[config.mk]
export PLATFORM = sky130hd
export DESIGN_NAME = response_latch
export DESIGN_NICKNAME = d
export VERILOG_FILES = /design/src/design/ram_bus_pkg.sv /design/src/design/response_latch.sv
export VERILOG_INCLUDE_DIRS = /design/src /design/src/design
export SDC_FILE = /design/constraint.sdc
export NUM_CORES = 1
export LEC_CHECK = 0
export ABC_AREA = 1
export BUFFER_PORTS_ARGS = -buffer_cell sky130_fd_sc_hd__buf_4
export CORE_AREA = 2 2 102 104
export CTS_BUF_LIST = sky130_fd_sc_hd__clkbuf_4 sky130_fd_sc_hd__clkbuf_8 sky130_fd_sc_hd__clkbuf_16
export CTS_CLUSTER_DIAMETER = 30
export CTS_CLUSTER_SIZE = 24
export DETAILED_ROUTE_END_ITERATION = 8
export DIE_AREA = 0 0 104 106
export MAX_ROUTING_LAYER = met4
export PLACE_DENSITY = 0.48
export SYNTH_ARGS = -nofsm -noshare
export SYNTH_HDL_FRONTEND = slang
export SYNTH_SLANG_ARGS = --single-unit
[constraint.sdc]
create_clock -name CLK -period 0.8 [get_ports CLK]
set_input_delay 0.16 -clock CLK [delete_from_list [all_inputs] [get_ports CLK]]
set_output_delay 0.16 -clock CLK [all_outputs]
set_load 0.03 [all_outputs]
[src/design/arbiter_settings.svh]
`ifndef ARBITER_SETTINGS_SVH
`define ARBITER_SETTINGS_SVH

// Cycles from the start of a RAM access to its hit
`define RAM_LATENCY 2

// RAM depth in words, indexed by the low address bits
`define RAM_WORDS 256

// Word address width
`define ADDR_W 32

// Scratchpad payload, also the RAM word width
`define SP_DATA_W 64

// Cache payload, zero-extended into the RAM word
`define C_DATA_W 32

`endif

[src/design/ram_bus_pkg.sv]
`include "arbiter_settings.svh"

package ram_bus_pkg;

  // Request from the arbiter to the RAM
  // At most one of wen and ren is high
  typedef struct packed {
    logic                  wen;
    logic                  ren;
    logic [`ADDR_W-1:0]    addr;
    logic [`SP_DATA_W-1:0] wdat;
  } ram_req_t;

  // Response from the RAM
  // ramhit pulses for one cycle when the access completes
  typedef struct packed {
    logic [`SP_DATA_W-1:0] rdat;
    logic                  ramhit;
  } ram_rsp_t;

endpackage

[src/design/response_latch.sv]
`timescale 1ns/10ps

module response_latch #(
  parameter type payload_t = logic [63:0]
) (
  input  logic                  CLK,
  input  logic                  nRST,
  input  logic                  capture,
  input  ram_bus_pkg::ram_rsp_t ram_rsp,
  output payload_t              data
);

  // Narrow payloads keep the low bits of the RAM word
  payload_t rdat_slice;

  assign rdat_slice = payload_t'(ram_rsp.rdat);

  // Holds the last read for its requester until the next capture
  always_ff @(posedge CLK, negedge nRST) begin
    if (!nRST) begin
      data <= '0;
    end else if (capture) begin
      data <= rdat_slice;
    end
  end

  // Capture strobes come from the FSM in the hit cycle only
  a_capture_on_hit: assert property (
    @(posedge CLK) disable iff (!nRST)
    capture |-> ram_rsp.ramhit
  );

endmodule

# After elaboration in Yosys (flattened, before gate mapping)
# Cells that the tools add are included.
dict set report word_totals {
  ff_bits 64
  in_bits 68
  out_inout_bits 64
  elab_cells 1
}

# Longest topological paths before layout
dict set report logic_depth {
  depth_word 0
  mapped_depth 4
  ltp_nobuf 3
}

# Worst setup path before layout
# Ideal clock, no wire load.
dict set report synth_path {
  kind {register -> register}
  start {register, netlist name data[0]}
  end {register data[0] (netlist bit)}
  setup_ps 118
  arrival_ps 611
  slack_ps 71
  path_stages_with_launch 3
  period_less_slack_ps 729
  path_cell_list {dfrtp_1 -> nand2_1 -> nand2_1}
}
# element line_no
set synth_lines {}
lappend synth_lines {{end signal, assigned} response_latch.sv:23} ;# data <= rdat_slice;
lappend synth_lines {{end, declared} response_latch.sv:10} ;# output payload_t data

# Worst setup path in the final report
dict set report layout_path {
  start {register data[4] (netlist bit)}
  end {output data[4] (netlist bit)}
}
# No word-level cell between the ends.

==> flow_metrics.tcl <==
set metrics [dict create \
    ios 132 \
    ys_top_cells_by_area "dfrtp_1, nand2_1, clkbuf_8, buf_2, buf_4" \
    worst_slew_pin_slew_ns 0.270 \
    place_hpwl_um 4500 \
    coreArea_um2 10000 \
    slowest_delay_ns 0.41 \
    max_freq_mhz 953 \
    required_ns 0.64 \
    vias 2297 \
    synth_area_um2 2450 \
    setup_ws_ns -0.250 \
    nFillCells 1031 \
    yosys.area.top_type "dfrtp_1" \
    crit_chain "buf_6" \
    power_frac_clock 0.350 \
    grtUsageTotal 0.129 \
    seqCellArea_um2 1600 \
    top_regs "data x64" \
    p_sw_frac 0.285 \
    critical-path-slowest-cell "dfrtp_1" \
    synth_edf_count 0 \
    power_density_nw_per_um2 2120 \
    multi_input_area_um2 723 \
    wl_um 6730 \
    async_reset_ff_frac 1.00 \
    drtIter0Drc 95 \
    outcome "finished with violations" \
    cp-start-kind "flop" \
    cts_made_buffers 9 \
    cp.arrival_ns 0.89 \
    violations "setup timing" \
    comb_power_share 0.240 \
    grt_antenna_before_repair 0 \
    die_w_um 104 \
    grt_setup_unrepaired "yes" \
    seq_power_share 0.410 \
    utilization 0.429 \
    synth_top_area_frac 0.655 \
    grt_pass1_vias 2308 \
    netlist_instances 270 \
    cts_tree "yes" \
    ir_drop_uv 893 \
    finalSetupViolations 66 \
    seq_area_frac_synth 0.655 \
    crit_fanout 2 \
    p_switching_mw 2.60 \
    rows 37 \
    ant_nets 0 \
    max_cap_viol_count 0 \
    syn_nets 338 \
    synth_seq_cells 64 \
    drive_above_1_share 0.412 \
    cts-htree-levels 3 \
    syn_to_final_growth_pct 75.2 \
    hold_viol 0 \
    cts_root_buf "clkbuf_8" \
    largest_reg_flops 64 \
    grt_pass1_wl_um 11000 \
    slew_violations 0 \
    grt_max_degree 35 \
    top_register "data" \
    synth_commonest_cells "nand2_1, dfrtp_1, buf_2, clkbuf_8" \
    portBuffers 130 \
    clkTransAtPathRegs_ns 0.08 \
    start_util 0.245 \
    via_per_inst 3.99 \
    n_antenna_cell 0 \
    post_drt_wl_per_cell_um 11.7 \
    clk-insertion-delay-late_ns 0.33 \
    gp_routability_congestion 0.707 \
    path_delay_family "flip-flops" \
    die_y_um 106 \
    synth_cell_types 6 \
    grt_overflow 0 \
    holdWs_ns 0.0226 \
    dr.pass1.iters 4 \
    ys.flop_type "dfrtp_1" \
    relSlewSlack 0.820 \
    fin_nets 502 \
    critical_path_buf_inv_count 1 \
    synth_most_common_cell "nand2_1" \
    synth.avg_cell_area_um2 9.06 \
    fin_crit_sh 1.31 \
    min-delay-path-class "in2reg" \
    clock-sinks 64 \
    end_kind "output pin" \
    fp.dieArea_um2 11000 \
    drc_errors 0 \
    fin_worst_skew_ns 0 \
    period_minus_slack_ns 1.05 \
    internal_power_mw 6.51 \
    ys_warn_count 0 \
    path_class "reg2out" \
    clk_path_buf_depth 2 \
    p_leak_nw 2.36 \
]
power groups by stage:
| stage | Sequential (mW) | Combinational [mW] | Clock [mW] |
|---|---|---|---|
| after detailed placement | 3.74 | 1.86 | 0 |
| after global placement | 3.73 | 1.85 | 0 |
| final | 3.73 | 2.19 | 3.19 |
| after CTS | 3.73 | 2.12 | 3.33 |
| after global routing | 3.76 | 2.35 | 3.48 |
| after floorplan | 4.31 | 0.362 | 0 |
final timing paths:
kind / start / endpoint / cells past startpoint / slack, ns
max in group asynchronous: nRST / data[30] / 3 / 0.13
worst min register to register: data[58] / data[58] / 2 / 0.50
worst max-delay path: data[4] / data[4] / 1 / -0.25
min in group asynchronous: nRST / data[47] / 2 / 0.24
worst min-delay path: ram_rsp[26] / data[25] / 3 / 0.02
worst max register to register: data[38] / data[38] / 4 / -0.04
worst register-to-register path, stage by stage, from the launching register on:
cell	delay [ns]
dfrtp_1	0.39
buf_4	0.14
buf_4	0.12
nand2_1	0.05
nand2_1	0.04
cell usage in the layout, fill, tap and decap left out:
cell type and n:
buf_12 5, buf_4 94, buf_6 64, bufinv_16 2, clkbuf_8 11, clkinv_2 2, clkinv_4 1, dfrtp_1 64
dlygate4sd3_1 3, inv_2 1, nand2_1 191, nand2_2 1
kinds of logic (layout without fill, tap and decap cells):
logic type             count (synthesis)  after routing  synth area share
AND/OR/NAND/NOR                      192            192             0.295
flip-flops                            64             64             0.655
buffers and inverters                 14            183            0.0506
stage by stage:
stage          std cells  cell area, µm²  setup WS [ns]  TNS (ns)  total power, mW
3_3_place_gp         530            3590        0.00205         0             5.58
3_5_place_dp         530            3590       -0.00970   -0.0186             5.60
2_1_floorplan        270            2450         0.0710         0             4.67
4_1_cts              560            4170         -0.282    -16.44             9.19
5_1_grt              575            4290         -0.302    -17.86             9.59
6_report             575            4290         -0.250    -14.61             9.10
routing by layer:
metal  track usage  wire length, µm  vias to the layer above
met5             -                0                        -
met4        0.0463               72                        0
met3        0.0417              384                        6
met2         0.210             3330                       72
met1         0.149             2950                     1082
li1              -                -                     1137
final cells by class:
cell class	instances	area share
Clock buffer	11	0.0353
Clock inverter	5	0.0184
Inverter	1	0.000876
Multi-Input combinational cell	192	0.169
Sequential cell	64	0.374
Tap cell	136	0.0397
Timing Repair Buffer	166	0.363
repair_timing:
item | in CTS | in global routing
endpoints found under the hold margin | 66 | 0
endpoints found under the setup margin | 64 | 64
hold buffers | 3 | 0
resized for setup | 64 | 1
setup buffers | 11 | 15
(Power assumes the default switching activity.)
