## config.mk

```make
export PLATFORM = sky130hd
export DESIGN_NAME = request_mux
export DESIGN_NICKNAME = d
export VERILOG_FILES = /design/src/design/arbiter_pkg.sv /design/src/design/ram_bus_pkg.sv /design/src/design/request_mux.sv
export VERILOG_INCLUDE_DIRS = /design/src /design/src/design
export SDC_FILE = /design/constraint.sdc
export NUM_CORES = 1
export LEC_CHECK = 0
export BUFFER_PORTS_ARGS = -buffer_cell sky130_fd_sc_hd__clkbuf_2
export CORE_AREA = 2 2 126 128
export DETAILED_ROUTE_END_ITERATION = 8
export DIE_AREA = 0 0 128 130
export SYNTH_ARGS = -nofsm -noshare
export SYNTH_HDL_FRONTEND = slang
export SYNTH_SLANG_ARGS = --single-unit
```

## constraint.sdc

```tcl
create_clock -name vclk -period 1.2
set_input_delay 0 -clock vclk [all_inputs]
set_output_delay 0 -clock vclk [all_outputs]
set_load 0.02 [all_outputs]
```

## src/design/arbiter_settings.svh

```systemverilog
`ifndef ARBITER_SETTINGS_SVH
`define ARBITER_SETTINGS_SVH

// Cycles from the start of a RAM access to its hit
`define RAM_LATENCY 2

// RAM depth in words, indexed by the low address bits
`define RAM_WORDS 256

// Word address width
`define ADDR_W 32

// Scratchpad payload, also the RAM word width
`define SP_DATA_W 64

// Cache payload, zero-extended into the RAM word
`define C_DATA_W 32

`endif

```

## src/design/arbiter_pkg.sv

```systemverilog
`include "arbiter_settings.svh"

package arbiter_pkg;

  // Scratchpad side, load and store ports
  typedef struct packed {
    logic                  sload;
    logic                  sstore;
    logic [`ADDR_W-1:0]    load_addr;
    logic [`ADDR_W-1:0]    store_addr;
    logic [`SP_DATA_W-1:0] store_data;
  } sp_req_t;

  // Data cache and instruction cache ports
  typedef struct packed {
    logic                 dren;
    logic                 dwen;
    logic                 iren;
    logic [`ADDR_W-1:0]   daddr;
    logic [`ADDR_W-1:0]   iaddr;
    logic [`C_DATA_W-1:0] dstore;
  } cache_req_t;

  typedef struct packed {
    logic [`SP_DATA_W-1:0] load_data;
    logic [1:0]            sload_row;
    logic                  sp_wait;
    logic                  sload_hit;
    logic                  sstore_hit;
  } sp_rsp_t;

  typedef struct packed {
    logic [`C_DATA_W-1:0] dload;
    logic [`C_DATA_W-1:0] iload;
    logic                 dwait;
    logic                 iwait;
  } cache_rsp_t;

  // Grant states, listed in priority order after IDLE
  typedef enum logic [2:0] {
    IDLE     = 3'b000,
    SP_LOAD  = 3'b001,
    SP_STORE = 3'b010,
    DCACHE   = 3'b011,
    ICACHE   = 3'b100
  } grant_t;

endpackage

```

## src/design/ram_bus_pkg.sv

```systemverilog
`include "arbiter_settings.svh"

package ram_bus_pkg;

  // Request from the arbiter to the RAM
  // At most one of wen and ren is high
  typedef struct packed {
    logic                  wen;
    logic                  ren;
    logic [`ADDR_W-1:0]    addr;
    logic [`SP_DATA_W-1:0] wdat;
  } ram_req_t;

  // Response from the RAM
  // ramhit pulses for one cycle when the access completes
  typedef struct packed {
    logic [`SP_DATA_W-1:0] rdat;
    logic                  ramhit;
  } ram_rsp_t;

endpackage

```

## src/design/request_mux.sv

```systemverilog
`timescale 1ns/10ps
`include "arbiter_settings.svh"

module request_mux (
  input  arbiter_pkg::grant_t     grant,
  input  arbiter_pkg::sp_req_t    sp_req,
  input  arbiter_pkg::cache_req_t cache_req,
  output ram_bus_pkg::ram_req_t   ram_req
);

  import arbiter_pkg::*;

  always_comb begin
    ram_req = '0;
    case (grant)
      SP_LOAD: begin
        ram_req.ren  = 1'b1;
        ram_req.addr = sp_req.load_addr;
      end
      SP_STORE: begin
        ram_req.wen  = 1'b1;
        ram_req.addr = sp_req.store_addr;
        ram_req.wdat = sp_req.store_data;
      end
      DCACHE: begin
        ram_req.ren  = cache_req.dren;
        ram_req.wen  = cache_req.dwen;
        ram_req.addr = cache_req.daddr;
        // Cache word sits in the low half of the RAM word
        ram_req.wdat = {{(`SP_DATA_W - `C_DATA_W){1'b0}}, cache_req.dstore};
      end
      ICACHE: begin
        ram_req.ren  = 1'b1;
        ram_req.addr = cache_req.iaddr;
      end
      default: ram_req = '0;
    endcase
  end

  // Catches a dcache raising read and write together
  always_comb begin
    a_one_enable: assert (!(ram_req.wen && ram_req.ren))
      else $error("request_mux: wen and ren both high in grant %s", grant.name());
  end

endmodule

```

**Word-level counts from Yosys, hierarchy flattened**

Index checks and enable logic that the tools add are counted.

- Register bits after elaboration: 0
- Latch bits: 0
- Memory bits (writable): 0
- Memory bits (read-only): 0
- Bits of input ports: 232
- Output and inout port bits: 98
- Logic and storage cells: 9
- Memories kept: 0

- $add $sub $neg: 0
- Multiply operators: 0
- Divide/modulo/power cells: 0
- Magnitude comparators: 0
- Equal/unequal tests: 4
- Shift operators: 0
- Multiplexer cells: 4
- Bitwise logic cells: 0
- Reduce and logical (&&, ||, !) cells: 1

Operator list:

| cell | number |
|---|---|
| case mux 32 bit (4 select lines) | 1 |
| case mux 64 bit (2 select lines) | 1 |
| equality test 3 x 2 -> 1 bit (second input constant) | 2 |
| case mux 1 bit (2 select lines) | 2 |
| equality test 3 x 1 -> 1 bit (second input constant) | 1 |
| equality test 3 bit (second input constant) | 1 |
| OR reduction 2 bit | 1 |

**Longest topological paths before layout**

- Depth after elaboration: 3
- Depth in mapped cells: 5
- Depth with buffers taken out: 2

**Worst setup path before layout**

OpenSTA, ideal clock, no wires.

- Path kind: input-to-output
- Start: in grant[0]
- End: out ram_req[67] (netlist bit)
- Arrival time: 1,091 ps
- Data required time: 1,200 ps
- Slack: 109 ps
- Stages on the path: 4
- Buffers on the path: 2
- Path through: buf_4 clkbuf_1 and4bb_2 or4_1

RTL lines:

| what | line | RTL |
|---|---|---|
| from (decl) | request_mux.sv:5 | `input arbiter_pkg::grant_t grant,` |
| to (decl) | request_mux.sv:8 | `output ram_bus_pkg::ram_req_t ram_req` |

==> impl_results.md <==
* DPL Wire Length at 10600 µm
* Seq/Total Area, Yosys at 0%
* Max-slew violation count at 0
* Gpl congestion at 0.786
* Die width at 128 µm
* YS warnings at 0
* I/O Pins at 330
* Worst Setup SP: grant[1]
* Gr usage total at 15.2%
* Post-Syn Area at 0.00245 mm²
* Largest stage delay, worst path at 0.52 ns
* Final Util at 36.0%
* Mapped Avg Cell Area at 8.64 µm²
* Layer carrying the most global-route usage: met2
* Compound-Gate Fraction of Synth Area at 11.8%
* Switching Fraction at 41.9%
* Slew HR at 68.0%
* Met2 Resource Use GR at 27.3%
* DIE HEIGHT at 130 µm
* CP endpoint kind: output pin
* Area after DPL at 0.00433 mm²
* Worst Path Arrival at 1.20 ns
* Adder-Cell Fraction of Synth Area at 0%
* Min-delay src: sp_req[63]
* Share of cells above drive strength 1 at 69.8%
* Kind of critical path: in2out
* Port bufs at 327
* Worst Hold Class: in2out
* Setup violators final at 1
* Min Hold Slack at 0.332 ns
* Switch Pwr at 0.844 mW
* Avg WL per Cell at 19.9 µm
* Top area cells in the synthesized netlist: nor4bb_1 27%, and4b_1 13%, a22o_1 12%
* Leading area contributor after synthesis: nor4bb_1
* Iter 0 DRT Violations at 166
* Maxcap violations at 0
* Drt pass-1 iters at 4
* CP Max Fanout at 15
* Clock group share of total power at 0%
* Largest net degree at the start of global routing at 65
* Vias in the first global route at 3637
* XOR/XNOR Fraction of Synth Area at 0%
* Synth unique cells at 18
* Nets@finish at 860
* PwrDens at 363 mW/mm²
* Initial antenna violation count at 2
* Layout overhead on the synthesized area at 127%
* Largest family of logic cells by synthesized area: simple AND/OR/NAND/NOR gates
* Detailed-route wire length at 16300 µm
* Worst vdd ir at 0.000158 V
* Period utilisation layout at 100%
* Comb pwr share at 100.0%
* RSZ-0062 raised after global routing: yes
* Int Pwr at 1.17 mW
* Startpoint Class: input pin
* DRC Markers at 0
* Seq pwr share at 0%
* Seq cells at 0
* Routed Antenna Nets at 0
* Failing checks: setup timing
* Syn nets at 516
* Worst Max-Slew Pin Slew at 0.473 ns
* Simple-Gate Fraction of Synth Area at 75.7%
* Design area at 0.00556 mm²
* Via count at 4056
* Std cell rows at 46
* Critical path required time at 1.20 ns
* Gr ovfl total at 0
* Slowest CP cell: or4_4
* Initial core utilization at 15.9%
* Period minus WS final at 1.20 ns
* Final Hold Fails at 0
* Worst path cell trace: clkbuf_16, buf_16, and4b_1, or4_4, buf_6
* P_leak at 3.02 nW
* Placeable Area at 0.0154 mm²
* Peak Freq at 831 MHz
* Post-route setup slack at -0.00304 ns
* Met3 usage at 2.38%
* Multiplexer share of the synthesized area at 0%
* Synthesized instance count at 284
* Synth top area share at 26.5%
* Vias per inst at 4.95
* Register Area at 0 µm²
* Clock buffer count in the final layout at 0
* Outcome: finished, violations left
* First-pass GRT wire length at 20100 µm
* Met1 usage at 19.1%
* Post-CTS Hold Fix Bufs at 0
* Die area at 0.0166 mm²
==> final timing paths <==
check | to | slack, ns | depth (start not counted)
max | ram_req[84] | -0.003 | 5
min | ram_req[63] | 0.33 | 3
==> synth_stat cells <==
cell and number:
nor4bb_1 65, a22o_1 33, and2_1 32, and4b_1 32, or4_1 32, clkbuf_1 20, and4bb_1 18, buf_2 18
and4bb_2 13, buf_6 11, clkbuf_2 2, nor2b_1 2, and3b_1 1, buf_4 1, nand2b_1 1, nor2_1 1
nor3b_1 1, nor3b_4 1
==> timing repair <==
item | CTS | global route
setup buffers | 4 | 9
gates cloned | 11 | 17
gates resized for setup | 56 | 94
endpoints found under the setup margin | 45 | 72
pin swaps | 7 | 11
==> cell usage in the layout (no fill, tap or decap), types with 2 or more instances in the layout <==
cell type and instances:
clkbuf_2 290, or4_4 27, diode_2 2, and4bb_1 18
nor4bb_1 63, buf_12 8, nor2b_1 2, and4b_1 32
buf_16 14, buf_8 9, buf_4 26, or4_1 5
and4bb_2 13, a22o_1 33, and2_1 32, clkbuf_16 15
buf_2 3, clkbuf_8 4, nor4bb_2 2, buf_6 24
==> critical path: cells and delay by family <==
family,cells,cell delay (ns)
AND/OR/NAND/NOR,2,0.73
buffers and inverters,3,0.47
==> power by group through the flow <==
stage / Clock, mW / Sequential [mW] / Combinational, mW
global route: 0.000000223 / 0 / 2.13
global placement: 0 / 0 / 1.41
detailed placement: 0 / 0 / 1.41
finish: 0.000000223 / 0 / 2.02
floorplan: 0 / 0 / 0.757
CTS: 0 / 0 / 1.68
==> per-layer routing <==
layer	part of all wire (%)	up-vias
li1	-	1904
met1	40	1890
met2	50	238
met3	7.3	24
met4	2.7	0
met5	0	-
==> layout make-up <==
class | count | area [µm²]
Fill cell | 1562 | 9870
Timing Repair Buffer | 394 | 3050
Multi-Input combinational cell | 232 | 2260
Tap cell | 192 | 240
Antenna cell | 2 | 5.00
==> cell families (layout without fill, tap and decap cells) <==
| kind of cell | after synthesis | count (layout) |
|---|---|---|
| AND/OR/NAND/NOR | 199 | 199 |
| other | 0 | 2 |
| AO/OA/AOI/OAI | 33 | 33 |
| buffers and inverters | 52 | 394 |
==> stage by stage <==
step,TNS [ns],std cells,power (mW),worst slack [ns]
floorplan,0,284,0.757,0.109
global placement,-2.15,778,1.41,-0.111
detailed placement,-2.54,778,1.41,-0.126
CTS,-0.234,793,1.68,-0.0344
global route,-0.193,820,2.13,-0.0377
finish,-0.00304,820,2.02,-0.00304
Power figures use the tool's default switching activity.
