===== config.mk =====
export PLATFORM = sky130hd
export DESIGN_NAME = arbiter_fsm
export DESIGN_NICKNAME = d
export VERILOG_FILES = /design/src/design/arbiter_pkg.sv /design/src/design/ram_bus_pkg.sv /design/src/design/arbiter_fsm.sv
export VERILOG_INCLUDE_DIRS = /design/src /design/src/design
export SDC_FILE = /design/constraint.sdc
export NUM_CORES = 1
export LEC_CHECK = 0
export BUFFER_PORTS_ARGS = -buffer_cell sky130_fd_sc_hd__buf_2
export CORE_AREA = 3 3 118 120
export CTS_CLUSTER_SIZE = 10
export DETAILED_ROUTE_END_ITERATION = 12
export DIE_AREA = 0 0 121 123
export SYNTH_ARGS = -nofsm -noshare
export SYNTH_HDL_FRONTEND = slang
export SYNTH_SLANG_ARGS = --single-unit

===== constraint.sdc =====
create_clock -name CLK -period 1.4 [get_ports CLK]
set_input_delay 0.07 -clock CLK [delete_from_list [all_inputs] [get_ports CLK]]
set_output_delay 0.07 -clock CLK [all_outputs]
set_load 0.03 [all_outputs]

===== src/design/arbiter_settings.svh =====
`ifndef ARBITER_SETTINGS_SVH
`define ARBITER_SETTINGS_SVH

// Cycles from the start of a RAM access to its hit
`define RAM_LATENCY 2

// RAM depth in words, indexed by the low address bits
`define RAM_WORDS 256

// Word address width
`define ADDR_W 32

// Scratchpad payload, also the RAM word width
`define SP_DATA_W 64

// Cache payload, zero-extended into the RAM word
`define C_DATA_W 32

`endif


===== src/design/arbiter_pkg.sv =====
`include "arbiter_settings.svh"

package arbiter_pkg;

  // Scratchpad side, load and store ports
  typedef struct packed {
    logic                  sload;
    logic                  sstore;
    logic [`ADDR_W-1:0]    load_addr;
    logic [`ADDR_W-1:0]    store_addr;
    logic [`SP_DATA_W-1:0] store_data;
  } sp_req_t;

  // Data cache and instruction cache ports
  typedef struct packed {
    logic                 dren;
    logic                 dwen;
    logic                 iren;
    logic [`ADDR_W-1:0]   daddr;
    logic [`ADDR_W-1:0]   iaddr;
    logic [`C_DATA_W-1:0] dstore;
  } cache_req_t;

  typedef struct packed {
    logic [`SP_DATA_W-1:0] load_data;
    logic [1:0]            sload_row;
    logic                  sp_wait;
    logic                  sload_hit;
    logic                  sstore_hit;
  } sp_rsp_t;

  typedef struct packed {
    logic [`C_DATA_W-1:0] dload;
    logic [`C_DATA_W-1:0] iload;
    logic                 dwait;
    logic                 iwait;
  } cache_rsp_t;

  // Grant states, listed in priority order after IDLE
  typedef enum logic [2:0] {
    IDLE     = 3'b000,
    SP_LOAD  = 3'b001,
    SP_STORE = 3'b010,
    DCACHE   = 3'b011,
    ICACHE   = 3'b100
  } grant_t;

endpackage


===== src/design/ram_bus_pkg.sv =====
`include "arbiter_settings.svh"

package ram_bus_pkg;

  // Request from the arbiter to the RAM
  // At most one of wen and ren is high
  typedef struct packed {
    logic                  wen;
    logic                  ren;
    logic [`ADDR_W-1:0]    addr;
    logic [`SP_DATA_W-1:0] wdat;
  } ram_req_t;

  // Response from the RAM
  // ramhit pulses for one cycle when the access completes
  typedef struct packed {
    logic [`SP_DATA_W-1:0] rdat;
    logic                  ramhit;
  } ram_rsp_t;

endpackage


===== src/design/arbiter_fsm.sv =====
`timescale 1ns/10ps
`include "arbiter_settings.svh"

module arbiter_fsm (
  input  logic                   CLK,
  input  logic                   nRST,
  input  arbiter_pkg::sp_req_t    sp_req,
  input  arbiter_pkg::cache_req_t cache_req,
  input  ram_bus_pkg::ram_rsp_t   ram_rsp,
  output arbiter_pkg::grant_t     grant,
  output logic                   sp_wait,
  output logic                   dwait,
  output logic                   iwait,
  output logic                   sload_hit,
  output logic                   sstore_hit,
  output logic                   sp_capture,
  output logic                   d_capture,
  output logic                   i_capture,
  output logic [1:0]             sload_row
);

  import arbiter_pkg::*;

  grant_t state;
  grant_t next_state;

  always_ff @(posedge CLK, negedge nRST) begin
    if (!nRST) begin
      state <= IDLE;
    end else begin
      state <= next_state;
    end
  end

  // Fixed priority pick in IDLE and hold until the RAM answers
  always_comb begin
    next_state = state;
    case (state)
      IDLE: begin
        if (sp_req.sload) begin
          next_state = SP_LOAD;
        end else if (sp_req.sstore) begin
          next_state = SP_STORE;
        end else if (cache_req.dren || cache_req.dwen) begin
          next_state = DCACHE;
        end else if (cache_req.iren) begin
          next_state = ICACHE;
        end
      end
      SP_LOAD, SP_STORE, DCACHE, ICACHE: begin
        if (ram_rsp.ramhit) begin
          next_state = IDLE;
        end
      end
      default: next_state = IDLE;
    endcase
  end

  assign grant = state;

  // Wait drops only in the hit cycle of the owning grant
  assign sload_hit  = (state == SP_LOAD) && ram_rsp.ramhit;
  assign sstore_hit = (state == SP_STORE) && ram_rsp.ramhit;
  assign sp_wait    = !(sload_hit || sstore_hit);
  assign dwait      = !((state == DCACHE) && ram_rsp.ramhit);
  assign iwait      = !((state == ICACHE) && ram_rsp.ramhit);

  // Only read data is latched so a dcache write leaves dload alone
  assign sp_capture = sload_hit;
  assign d_capture  = (state == DCACHE) && ram_rsp.ramhit && cache_req.dren;
  assign i_capture  = (state == ICACHE) && ram_rsp.ramhit;

  // Count of completed scratchpad loads that wraps at four
  always_ff @(posedge CLK, negedge nRST) begin
    if (!nRST) begin
      sload_row <= 2'd0;
    end else if (sload_hit) begin
      sload_row <= sload_row + 2'd1;
    end
  end

  // RAM must stay quiet while nothing is granted
  a_no_hit_in_idle: assert property (
    @(posedge CLK) disable iff (!nRST)
    (state == IDLE) |-> !ram_rsp.ramhit
  );

  // A new grant is answered in its RAM_LATENCY-th cycle
  a_hit_on_time: assert property (
    @(posedge CLK) disable iff (!nRST)
    (state != IDLE && $past(state) == IDLE) |-> ##(`RAM_LATENCY - 1) ram_rsp.ramhit
  );

endmodule


-- After elaboration in Yosys (flattened, before gate mapping)
Cells that the tools add are included.
W data, S select, Z words.
- register bits after elaboration: 5
- output and inout bits: 13
- multiplexer cells: 6
- $add $sub $neg: 1
- eq/ne operators: 6
- reduce and logical (&&, ||, !) cells: 13
- operator list (cell ; count):
    $mux W3 ; 5
    $eq A3 B2 Y1 const B ; 2
    $pmux W3 S2 ; 1
    $logic_and A1 B1 Y1 ; 5
    $ne A5 B5 Y1 const B ; 1
    $reduce_or A4 Y1 ; 1
    $eq A3 B1 Y1 const B ; 1
    $eq A3 B3 Y1 const B ; 1
    $logic_not A1 Y1 ; 3
    $logic_not A3 Y1 ; 1
    $add A2 B1 Y2 const B ; 1
    $logic_or A1 B1 Y1 ; 2
    $ne A2 B2 Y1 const B ; 1
    $reduce_and A2 Y1 ; 1

-- Depth between registers and ports, before layout
Gate-level depths: netlist of the first run.
- depth after elaboration: 5
- depth in mapped cells: 3
- mapped depth without buffers: 3

-- Worst setup path after synthesis of the first run
OpenSTA, ideal clock, no wires.
- kind: register to output
- start: reg state[2] (netlist: grant[2])
- end: out sp_wait
- buffers on the path: 0
- arrival time: 1521 ps
- path slack: -191 ps
- cell stages (with the launch flop): 4
- path through: dfrtp_1 and3b_1 and2b_1 nor2_1
- word-level cells in the longest chain between the ends: 4
- elaborated cells on any way between the ends: 6
- those cells by class: eq/ne: 2; reduce/logical: 4
- RTL lines (item ; line ; RTL):
    start, declared ; arbiter_fsm.sv:24 ; grant_t state;
    start signal, assigned ; arbiter_fsm.sv:31 ; state <= next_state;
    $eq A3 B2 Y1 ; arbiter_fsm.sv:63 ; assign sstore_hit = (state == SP_STORE) && ram_rsp.ramhit;
    $logic_and A1 B1 Y1 ; arbiter_fsm.sv:63 ;
    via sstore_hit ; arbiter_fsm.sv:15 ; output logic sstore_hit,
    $logic_or A1 B1 Y1 ; arbiter_fsm.sv:64 ; assign sp_wait = !(sload_hit || sstore_hit);
    $logic_not A1 Y1 ; arbiter_fsm.sv:64 ;
    end, declared ; arbiter_fsm.sv:11 ; output logic sp_wait,
The timed path passes the listed nets, and every way through them passes these cells.

-- Worst setup path after layout of the first run
- start: reg state[1] (netlist: grant[1])
- end: out sp_wait
- word-level cells in the longest chain between the ends: 4
- elaborated cells on any way between the ends: 6
- those cells by class: eq/ne: 2; reduce/logical: 4
- RTL lines (item ; line):
    $eq A3 B1 Y1 / $eq A3 B2 Y1 (equally long branches) ; arbiter_fsm.sv:62, arbiter_fsm.sv:63
    $logic_and A1 B1 Y1 (on tied branches) ; arbiter_fsm.sv:62, arbiter_fsm.sv:63
    $logic_or A1 B1 Y1 * ; arbiter_fsm.sv:64
    $logic_not A1 Y1 * ; arbiter_fsm.sv:64
Every way passes the cells marked *; elsewhere a longest branch is shown, timed or not.

==> results of run 1 <==
## worst paths after layout
check / from / endpoint / slack [ps] / cells after the start
max in group asynchronous: nRST / grant[2] / 1030 / 2
setup reg to reg: grant[1] / grant[1] / 140 / 3
hold reg to reg: sload_row[1] / sload_row[1] / 460 / 1
min in group asynchronous: nRST / grant[1] / 210 / 2
hold / removal: sp_req[129] / grant[1] / 140 / 3
setup / recovery: grant[1] / sp_wait / 30 / 4
## timing repair
action | 4_1_cts | 5_1_grt
pin swaps | 0 | 1
endpoints found under the hold margin | 5 | 0
endpoints found under the setup margin | 5 | 6
hold buffers | 1 | 0
buffers inserted | 1 | 1
gates resized for setup | 7 | 5
## through the flow
step,instances,TNS [ps],hold WS (ps),utilization (%)
floorplan,30,-29.5,-226,-
global placement,225,0,-107,4.55
detailed placement,225,0,-99.4,4.55
CTS,231,-5.33,145,5.41
global route,232,-28.0,175,5.55
finish,232,0,141,5.55
## metal layers
layer | routed length, um | global-route usage [%] | vias to the layer above
li1 | - | - | 157
met1 | 666 | 2.58 | 161
met2 | 563 | 2.61 | 18
met3 | 78 | 0.823 | 2
met4 | 61 | 2.12 | 0
met5 | 0 | 0 | -
## Yosys cell counts
| library cell | count |
|---|---|
| xor2_1 | 1 |
| nor2_1 | 3 |
| and3_1 | 1 |
| buf_4 | 1 |
| o21ai_0 | 1 |
| o21ba_2 | 1 |
| a21oi_1 | 2 |
| a32oi_1 | 1 |
| or4_1 | 1 |
| nor3_1 | 2 |
| dfrtp_1 | 5 |
| xnor2_1 | 1 |
| nand3_1 | 1 |
| and2b_1 | 1 |
| and4bb_2 | 1 |
| inv_1 | 2 |
| and3b_1 | 1 |
| nand2_1 | 4 |
## registers in the layout (all words and copies together) (netlist names)
| name | count |
|---|---|
| grant | 3 |
| sload_row | 2 |
## report_power, final
group,internal (mW),switching (mW)
registers,0.211,0.0728
logic,0.209,0.382
clock network,0.377,0.0887
total,0.797,0.544
## logic make-up after synthesis
logic type | count (synthesis) | share of synthesized area, %
AO/OA/AOI/OAI | 5 | 12.3
XOR/XNOR | 2 | 6.36
buffers and inverters | 3 | 5.46
flip-flops | 5 | 45.5
AND/OR/NAND/NOR | 15 | 30.5
## worst reg2reg max path, stage by stage, from the launching register on
cell and delay [ps]:
dfrtp_2 420, buf_4 150, or4_1 460, a21oi_1 150
## final cells by class
type | instances | area [sq um]
Sequential cell | 5 | 129
Multi-Input combinational cell | 22 | 151
Tap cell | 176 | 220
Timing Repair Buffer | 23 | 139
Clock buffer | 4 | 78.8
Fill cell | 1540 | 12400
Inverter | 2 | 7.51
==> results by group, run 1 <==
Drt
  – Via density: 1.46
  – Post-Route WL: 1.37 mm
  – Post-route ant nets: 0
  – Via count of the routed design: 338
  – DR iter-0 viols: 5
  – DR pass1 iterations: 2
  – Routed len/inst: 5.90 um
  – DR DRC count: 0

Die
  – Core area: 13100 sq um
  – Die area: 14900 sq um
  – Die span in y: 123 um
  – Ports: 309
  – Die extent in x: 121 um
  – Initial Utilization: 2.10%
  – FP Rows: 42

Timing
  – Worst slew pin tran: 222 ps
  – Fin worst setup slack: 29.6 ps
  – Tcrit/Tclk final: 97.9%
  – Setup violations, final: 0
  – Hold Vio Cnt, Final: 0
  – RSZ-0062 raised after global routing: yes
  – Max Clock Freq: 730 MHz
  – Slew headroom: 85.1%
  – Clock Skew: 1.92 ps
  – Fin crit period: 1370 ps
  – Final Max Slew Viols: 0

Place
  – Port-buffer cells: 20
  – Setup WS pre-CTS: 150 ps
  – Area after DPL: 596 sq um
  – Final Wtd Congestion: 0.612

Synthesis
  – Synth Net Count: 326
  – Post-synth top area cell: dfrtp_1
  – Unique masters post-synth: 18
  – Synth warnings: 0
  – Syn Area/Cell: 9.18 sq um
  – Top post-synthesis cells by area: dfrtp_1 (45%), nand2_1 (5.5%), and4bb_2 (4.5%), nor2_1 (4.1%), a21oi_1 (3.6%)
  – Synth Instances: 30
  – Post-synth top area share: 45.5%
  – Post-Syn Area: 275 sq um
  – Register area share after synthesis: 45.5%
  – Synth Register Bits: 5

Cells and area
  – Commonest cells after routing, fill and taps aside: buf_2 (16), nand2_1 (4), clkbuf_16 (3), dfrtp_2 (3), buf_4 (3)
  – Nets: 353
  – Final Cell Area: 726 sq um
  – Share of cells above drive strength 1: 60.7%
  – Layout area overhead: 164%
  – Most common cell after layout, fill and taps aside: buf_2
  – Diode count: 0

Global route
  – Grt total ovfl: 0
  – Vias in the first global route: 318
  – First-pass GRT wire length: 1.99 mm
  – GRT Total Usage: 2.08%
  – Largest net degree at the start of global routing: 10
  – Initial antenna violation count: 0

Setup path
  – Worst path bufs/invs: 1
  – Critical path startpoint category: flip-flop
  – Critical path's top delay family: simple AND/OR/NAND/NOR gates
  – CP max FO: 4
  – CP Capture Type: output port
  – Crit path DAT: 1300 ps
  – Cell chain of the critical path: and3b_2 > and2b_2 > nor2_4 > buf_6
  – CP peak stage delay: 420 ps
  – CP Class: flip-flop to output port
  – CP Data Required Time: 1330 ps
  – Critical path's slowest cell: dfrtp_2

CTS
  – TritonCTS clock tree: built
  – # clock sinks: 5
  – Clk_lat worst skew: 230 ps
  – Total CTS buffers: 3
  – Reg clk slew, reported paths: 30 ps
  – CTS max path bufs: 2
  – CTS Root Cell: clkbuf_16
  – H-tree levels: 1

Flow run
  – Max-Cap Viols: 0

Power and ir drop
  – Pwr dens: 1850 nW/um^2
  – Total power: 1.34 mW
  – Pleak: 0.266 nW
  – Peak supply drop: 0.000633 V

Status
  – Status: finished clean

Worst hold path
  – HP Class: input port to flip-flop
No activity file was read; power rests on OpenSTA's default activity.
==> run 2, diff against run 1 <==
==> constraint.sdc (replaced) <==
create_clock -name CLK -period 1.4 [get_ports CLK]
set_input_delay 0.42 -clock CLK [delete_from_list [all_inputs] [get_ports CLK]]
set_output_delay 0.42 -clock CLK [all_outputs]
set_load 0.03 [all_outputs]
==> run 2 against run 1 <==
  * The flow now finishes with violations (negative setup slack)
  * Count of clock-buffer cells in the layout is the same
  * Sequential power shrank 6%
  * Sequential share of layout area shrank 1.7 points
  * Clock skew grew 2.8 ps
  * Worst setup slack lost 300 ps
  * Flip-flop and latch count is the same
  * First-iteration DRC count grew 80%
  * Die area is the same
  * Register-to-register slack lost 40 ps
  * Hold slack lost 130 ps
  * Cell count grew 2.2%
  * Final area grew 10%
  * Highest routed layer is now met3
==> results by group, run 2 (same netlist as run 1, synthesis figures left out) <==
Status
  – Status: finished, violations left
  – Violated checks: negative setup slack

Setup path
  – Critical path startpoint category: flip-flop
  – Cell chain of the critical path: and3b_2 > and2b_4 > nor2_4 > buf_6
  – CP max FO: 4
  – Crit path DAT: 1250 ps
  – R2R cell count: 3
  – Reg2reg setup slack: 100 ps
  – Worst path bufs/invs: 1
  – Critical path's top delay family: simple AND/OR/NAND/NOR gates
  – Crit path from: grant[1]
  – CP Data Required Time: 980 ps
  – CP Class: flip-flop to output port
  – CP peak stage delay: 410 ps
  – Reg2Reg Launch Point: grant[0]
  – Worst reg2reg path endpoint: grant[1]
  – Critical path's slowest cell: dfrtp_2
  – CP Capture Type: output port

Drt
  – DR DRC count: 0
  – Post-route ant nets: 0
  – DR iter-0 viols: 9
  – Routed len/inst: 5.98 um
  – DR pass1 iterations: 3
  – Via density: 1.45
  – Post-Route WL: 1.42 mm
  – Via count of the routed design: 343

Die
  – FP Rows: 42
  – Core area: 13100 sq um
  – Ports: 309
  – Die extent in x: 121 um
  – Die area: 14900 sq um
  – Initial Utilization: 2.10%
  – Die span in y: 123 um

CTS
  – CTS Root Cell: clkbuf_16
  – # clock sinks: 5
  – Total CTS buffers: 3
  – CTS max path bufs: 2
  – Reg clk slew, reported paths: 30 ps
  – H-tree levels: 1
  – TritonCTS clock tree: built
  – Clk_lat worst skew: 230 ps

Power and ir drop
  – Comb power frac: 49.4%
  – Flop pwr share: 18.4%
  – Sw Pwr: 549 uW
  – Pleak: 0.296 nW
  – Clock network fraction of total power: 32.2%
  – Sw Share: 37.9%
  – P_int: 899 uW
  – Peak supply drop: 0.000752 V
  – Pwr dens: 1810 nW/um^2

Timing
  – Setup violations, final: 8
  – Slew headroom: 71.4%
  – Fin crit period: 1670 ps
  – Clock Skew: 4.72 ps
  – RSZ-0062 raised after global routing: yes
  – Tcrit/Tclk final: 119%
  – Hold Vio Cnt, Final: 0
  – Final Max Slew Viols: 0
  – Fin worst setup slack: -269 ps
  – Worst slew pin tran: 426 ps
  – Max Clock Freq: 599 MHz

Cells and area
  – Fillers: 1535
  – Largest register FFs: 3
  – Layout area overhead: 191%
  – Share of cells above drive strength 1: 70.5%
  – Final Cell Area: 801 sq um
  – Nets: 358
  – Commonest cells after routing, fill and taps aside: buf_4 (13), buf_2 (10), buf_6 (5)
  – Diode count: 0
  – Most common cell after layout, fill and taps aside: buf_4

Global route
  – Initial antenna violation count: 0
  – Largest net degree at the start of global routing: 7
  – GRT Total Usage: 2.06%
  – Grt total ovfl: 0
  – Vias in the first global route: 393
  – First-pass GRT wire length: 2.17 mm

Place
  – Final Wtd Congestion: 0.693
  – Setup WS pre-CTS: -233 ps
  – DP Wirelength: 1.24 mm
  – Area after DPL: 659 sq um
  – Port-buffer cells: 20

Flow run
  – Max-Cap Viols: 0

Worst hold path
  – HP Class: input port to asynchronous set/reset pin
[run 2: changes by cell type in the layout (fill, tap and decap cells not counted), moves of 2 or more]
cell,change
buf_6,+4
buf_4,+10
clkbuf_4,-2
buf_2,-6
[run 2: layout make-up]
type / instances / area, sq um / area share, %
clock buffers: 4 / 78.8 / 9.84
repair buffers: 28 / 204 / 25.5
flip-flops and latches: 5 / 129 / 16.1
well taps: 176 / 220 / 27.5
inverters: 2 / 10.0 / 1.25
multi-input cells: 22 / 159 / 19.8
[run 2: metal layers]
| layer | share of wire, % | global-route usage [%] | vias up |
|---|---|---|---|
| met3 | 7.8 | 1.10 | 0 |
| met1 | 53 | 2.94 | 161 |
| met4 | 0 | 0.212 | 0 |
| li1 | - | - | 166 |
| met2 | 39 | 2.81 | 16 |
| met5 | 0 | 0 | - |
[run 2: metrics by stage]
step	power, mW	util (%)	instances	hold WS (ps)	TNS (ps)
2_1_floorplan	0.661	-	30	124	-403
3_3_place_gp	0.882	5.04	231	252	-892
3_5_place_dp	0.890	5.04	231	256	-953
4_1_cts	1.44	6.00	237	15.7	-1910
5_1_grt	1.55	6.12	237	18.6	-2330
6_report	1.45	6.12	237	15.1	-1780
[run 2: worst max-delay path by stage]
stage                     endpoint  slack (ps)  depth (start not counted)
final                      sp_wait        -270                          4
after global routing       sp_wait        -340                          4
after CTS                  sp_wait        -290                          4
after detailed placement   sp_wait        -230                          5
after global placement     sp_wait        -230                          5
after floorplan            sp_wait        -140                          3
[run 2: timing repair]
item	CTS	global route
pin swaps	3	1
setup endpoints to repair	8	11
gates resized for setup	12	8
hold buffers	0	0
setup buffers	2	0
[run 2: power groups by stage]
stage | logic [mW] | registers (mW) | clock network (mW)
global route | 0.770 | 0.283 | 0.498
finish | 0.715 | 0.266 | 0.467
CTS | 0.697 | 0.268 | 0.476
floorplan | 0.267 | 0.394 | 0
detailed placement | 0.620 | 0.270 | 0
global placement | 0.618 | 0.264 | 0
==> run 3, diff against run 2 <==
==> constraint.sdc (replaced) <==
create_clock -name CLK -period 1.51 [get_ports CLK]
set_input_delay 0.453 -clock CLK [delete_from_list [all_inputs] [get_ports CLK]]
set_output_delay 0.453 -clock CLK [all_outputs]
set_load 0.03 [all_outputs]
==> run 3 against run 2 <==
  * The flow still finishes with violations (negative setup slack)
  * Sequential share of layout area hardly changed
  * Global-route usage is 0.13 points lower
  * Cell count stayed put
  * Largest power group unchanged
  * Count of clock-buffer cells in the layout stayed put
  * Largest cell class unchanged
  * Non-clock buffer count stayed put
==> results by group, run 3 (same netlist as run 1, synthesis figures left out) <==
Timing
  – Worst slew pin tran: 248 ps
  – Setup violations, final: 8
  – Final Max Slew Viols: 0
  – Fin worst setup slack: -196 ps
  – Clock Skew: 2.11 ps
  – Fin crit period: 1710 ps
  – RSZ-0062 raised after global routing: yes
  – Max Clock Freq: 586 MHz
  – Tcrit/Tclk final: 113%
  – Hold Vio Cnt, Final: 0
  – Slew headroom: 83.4%

Die
  – Initial Utilization: 2.10%
  – Die span in y: 123 um
  – FP Rows: 42
  – Die extent in x: 121 um
  – Ports: 309
  – Core area: 13100 sq um
  – Die area: 14900 sq um

Global route
  – GRT Total Usage: 1.94%
  – Grt total ovfl: 0
  – Vias in the first global route: 332
  – Initial antenna violation count: 0
  – First-pass GRT wire length: 1.90 mm
  – Largest net degree at the start of global routing: 10

Cells and area
  – Final Cell Area: 800 sq um
  – Fillers: 1537
  – Diode count: 0
  – Footprint of the multi-input gates: 156 sq um
  – Register Area: 129 sq um
  – Post-layout util: 6.11%
  – Share of cells above drive strength 1: 68.9%
  – Nets: 358
  – Commonest cells after routing, fill and taps aside: buf_2 (11), buf_4 (11), buf_6 (6), nand2_1 (4)
  – Layout area overhead: 190%
  – Largest register FFs: 3

Setup path
  – CP peak stage delay: 400 ps
  – Critical path startpoint category: flip-flop
  – Critical path's slowest cell: dfrtp_2
  – R2R cell count: 3
  – Critical path's top delay family: simple AND/OR/NAND/NOR gates
  – CP Class: flip-flop to output port
  – CP Capture Type: output port
  – Worst path bufs/invs: 1
  – CP max FO: 4
  – Cell chain of the critical path: and3b_2 > and2b_4 > nor2_4 > buf_6
  – CP Data Required Time: 1060 ps
  – Crit path DAT: 1250 ps
  – Instance count on the critical path: 4

CTS
  – # clock sinks: 5
  – CTS Root Cell: clkbuf_16
  – Clk_lat worst skew: 230 ps
  – Total CTS buffers: 3
  – TritonCTS clock tree: built
  – CTS max path bufs: 2
  – H-tree levels: 1
  – Reg clk slew, reported paths: 30 ps

Power and ir drop
  – Total power: 1.30 mW
  – Pwr dens: 1620 nW/um^2
  – Pleak: 0.298 nW
  – Peak supply drop: 0.000549 V

Place
  – Area after DPL: 659 sq um
  – Final Wtd Congestion: 0.667
  – DP Wirelength: 1.13 mm
  – Port-buffer cells: 20
  – Setup WS pre-CTS: -178 ps

Status
  – Violated checks: negative setup slack
  – Status: finished, violations left

Drt
  – DR DRC count: 0
  – DR pass1 iterations: 4
  – DR iter-0 viols: 17
  – Via density: 1.46
  – Routed len/inst: 5.59 um
  – Post-Route WL: 1.33 mm
  – Post-route ant nets: 0
  – Via count of the routed design: 346

Worst hold path
  – HP Class: input port to asynchronous set/reset pin

Flow run
  – Max-Cap Viols: 0
run 3: cell counts in the layout (fill, tap and decap cells not counted):
No cell type changed its count.
run 3: timing repair:
item / 4_1_cts / 5_1_grt
setup endpoints to repair: 8 / 9
gates cloned: 0 / 0
gates resized for setup: 14 / 3
pin swaps: 3 / 0
setup buffers: 2 / 0
hold buffers: 0 / 0
run 3: path summary, 6_finish.rpt:
check	startpoint	to	slack, ps
worst min register to register	sload_row[1]	sload_row[1]	470
min in group CLK	sload_row[1]	sload_row[1]	470
worst min-delay path	nRST	sload_row[0]	50
worst max register to register	grant[1]	grant[1]	250
worst max-delay path	grant[2]	sp_wait	-200
max in group asynchronous	nRST	grant[0]	1290
run 3: layer usage:
metal	track usage, %	wire length [um]	vias to the layer above
met5	0	0	-
met4	0.425	0	0
met3	1.56	133	0
met2	2.05	461	18
met1	2.83	730	162
li1	-	-	166
run 3: worst reg2reg max path: stages (launching register included):
cell and delay, ps:
dfrtp_2 400, buf_4 140, or4_1 460, a21oi_1 170
run 3: area by class of cell:
type	count	area share [%]
flip-flops and latches	5	16.1
clock buffers	4	9.86
repair buffers	28	25.7
well taps	176	27.5
inverters	2	1.25
multi-input cells	22	19.6
run 3: through the flow:
stage,hold WS (ps),cells,setup TNS (ps)
2_1_floorplan,157,30,-127
3_3_place_gp,292,231,-555
3_5_place_dp,295,231,-642
4_1_cts,52.7,237,-1420
5_1_grt,51.3,237,-1770
6_report,53.0,237,-1310
run 3: power breakdown:
group | leakage [nW] | switching, mW | internal, mW
clock network | 0.0382 | 0.0848 | 0.350
logic | 0.201 | 0.349 | 0.254
registers | 0.0581 | 0.0648 | 0.196
total | 0.298 | 0.498 | 0.800
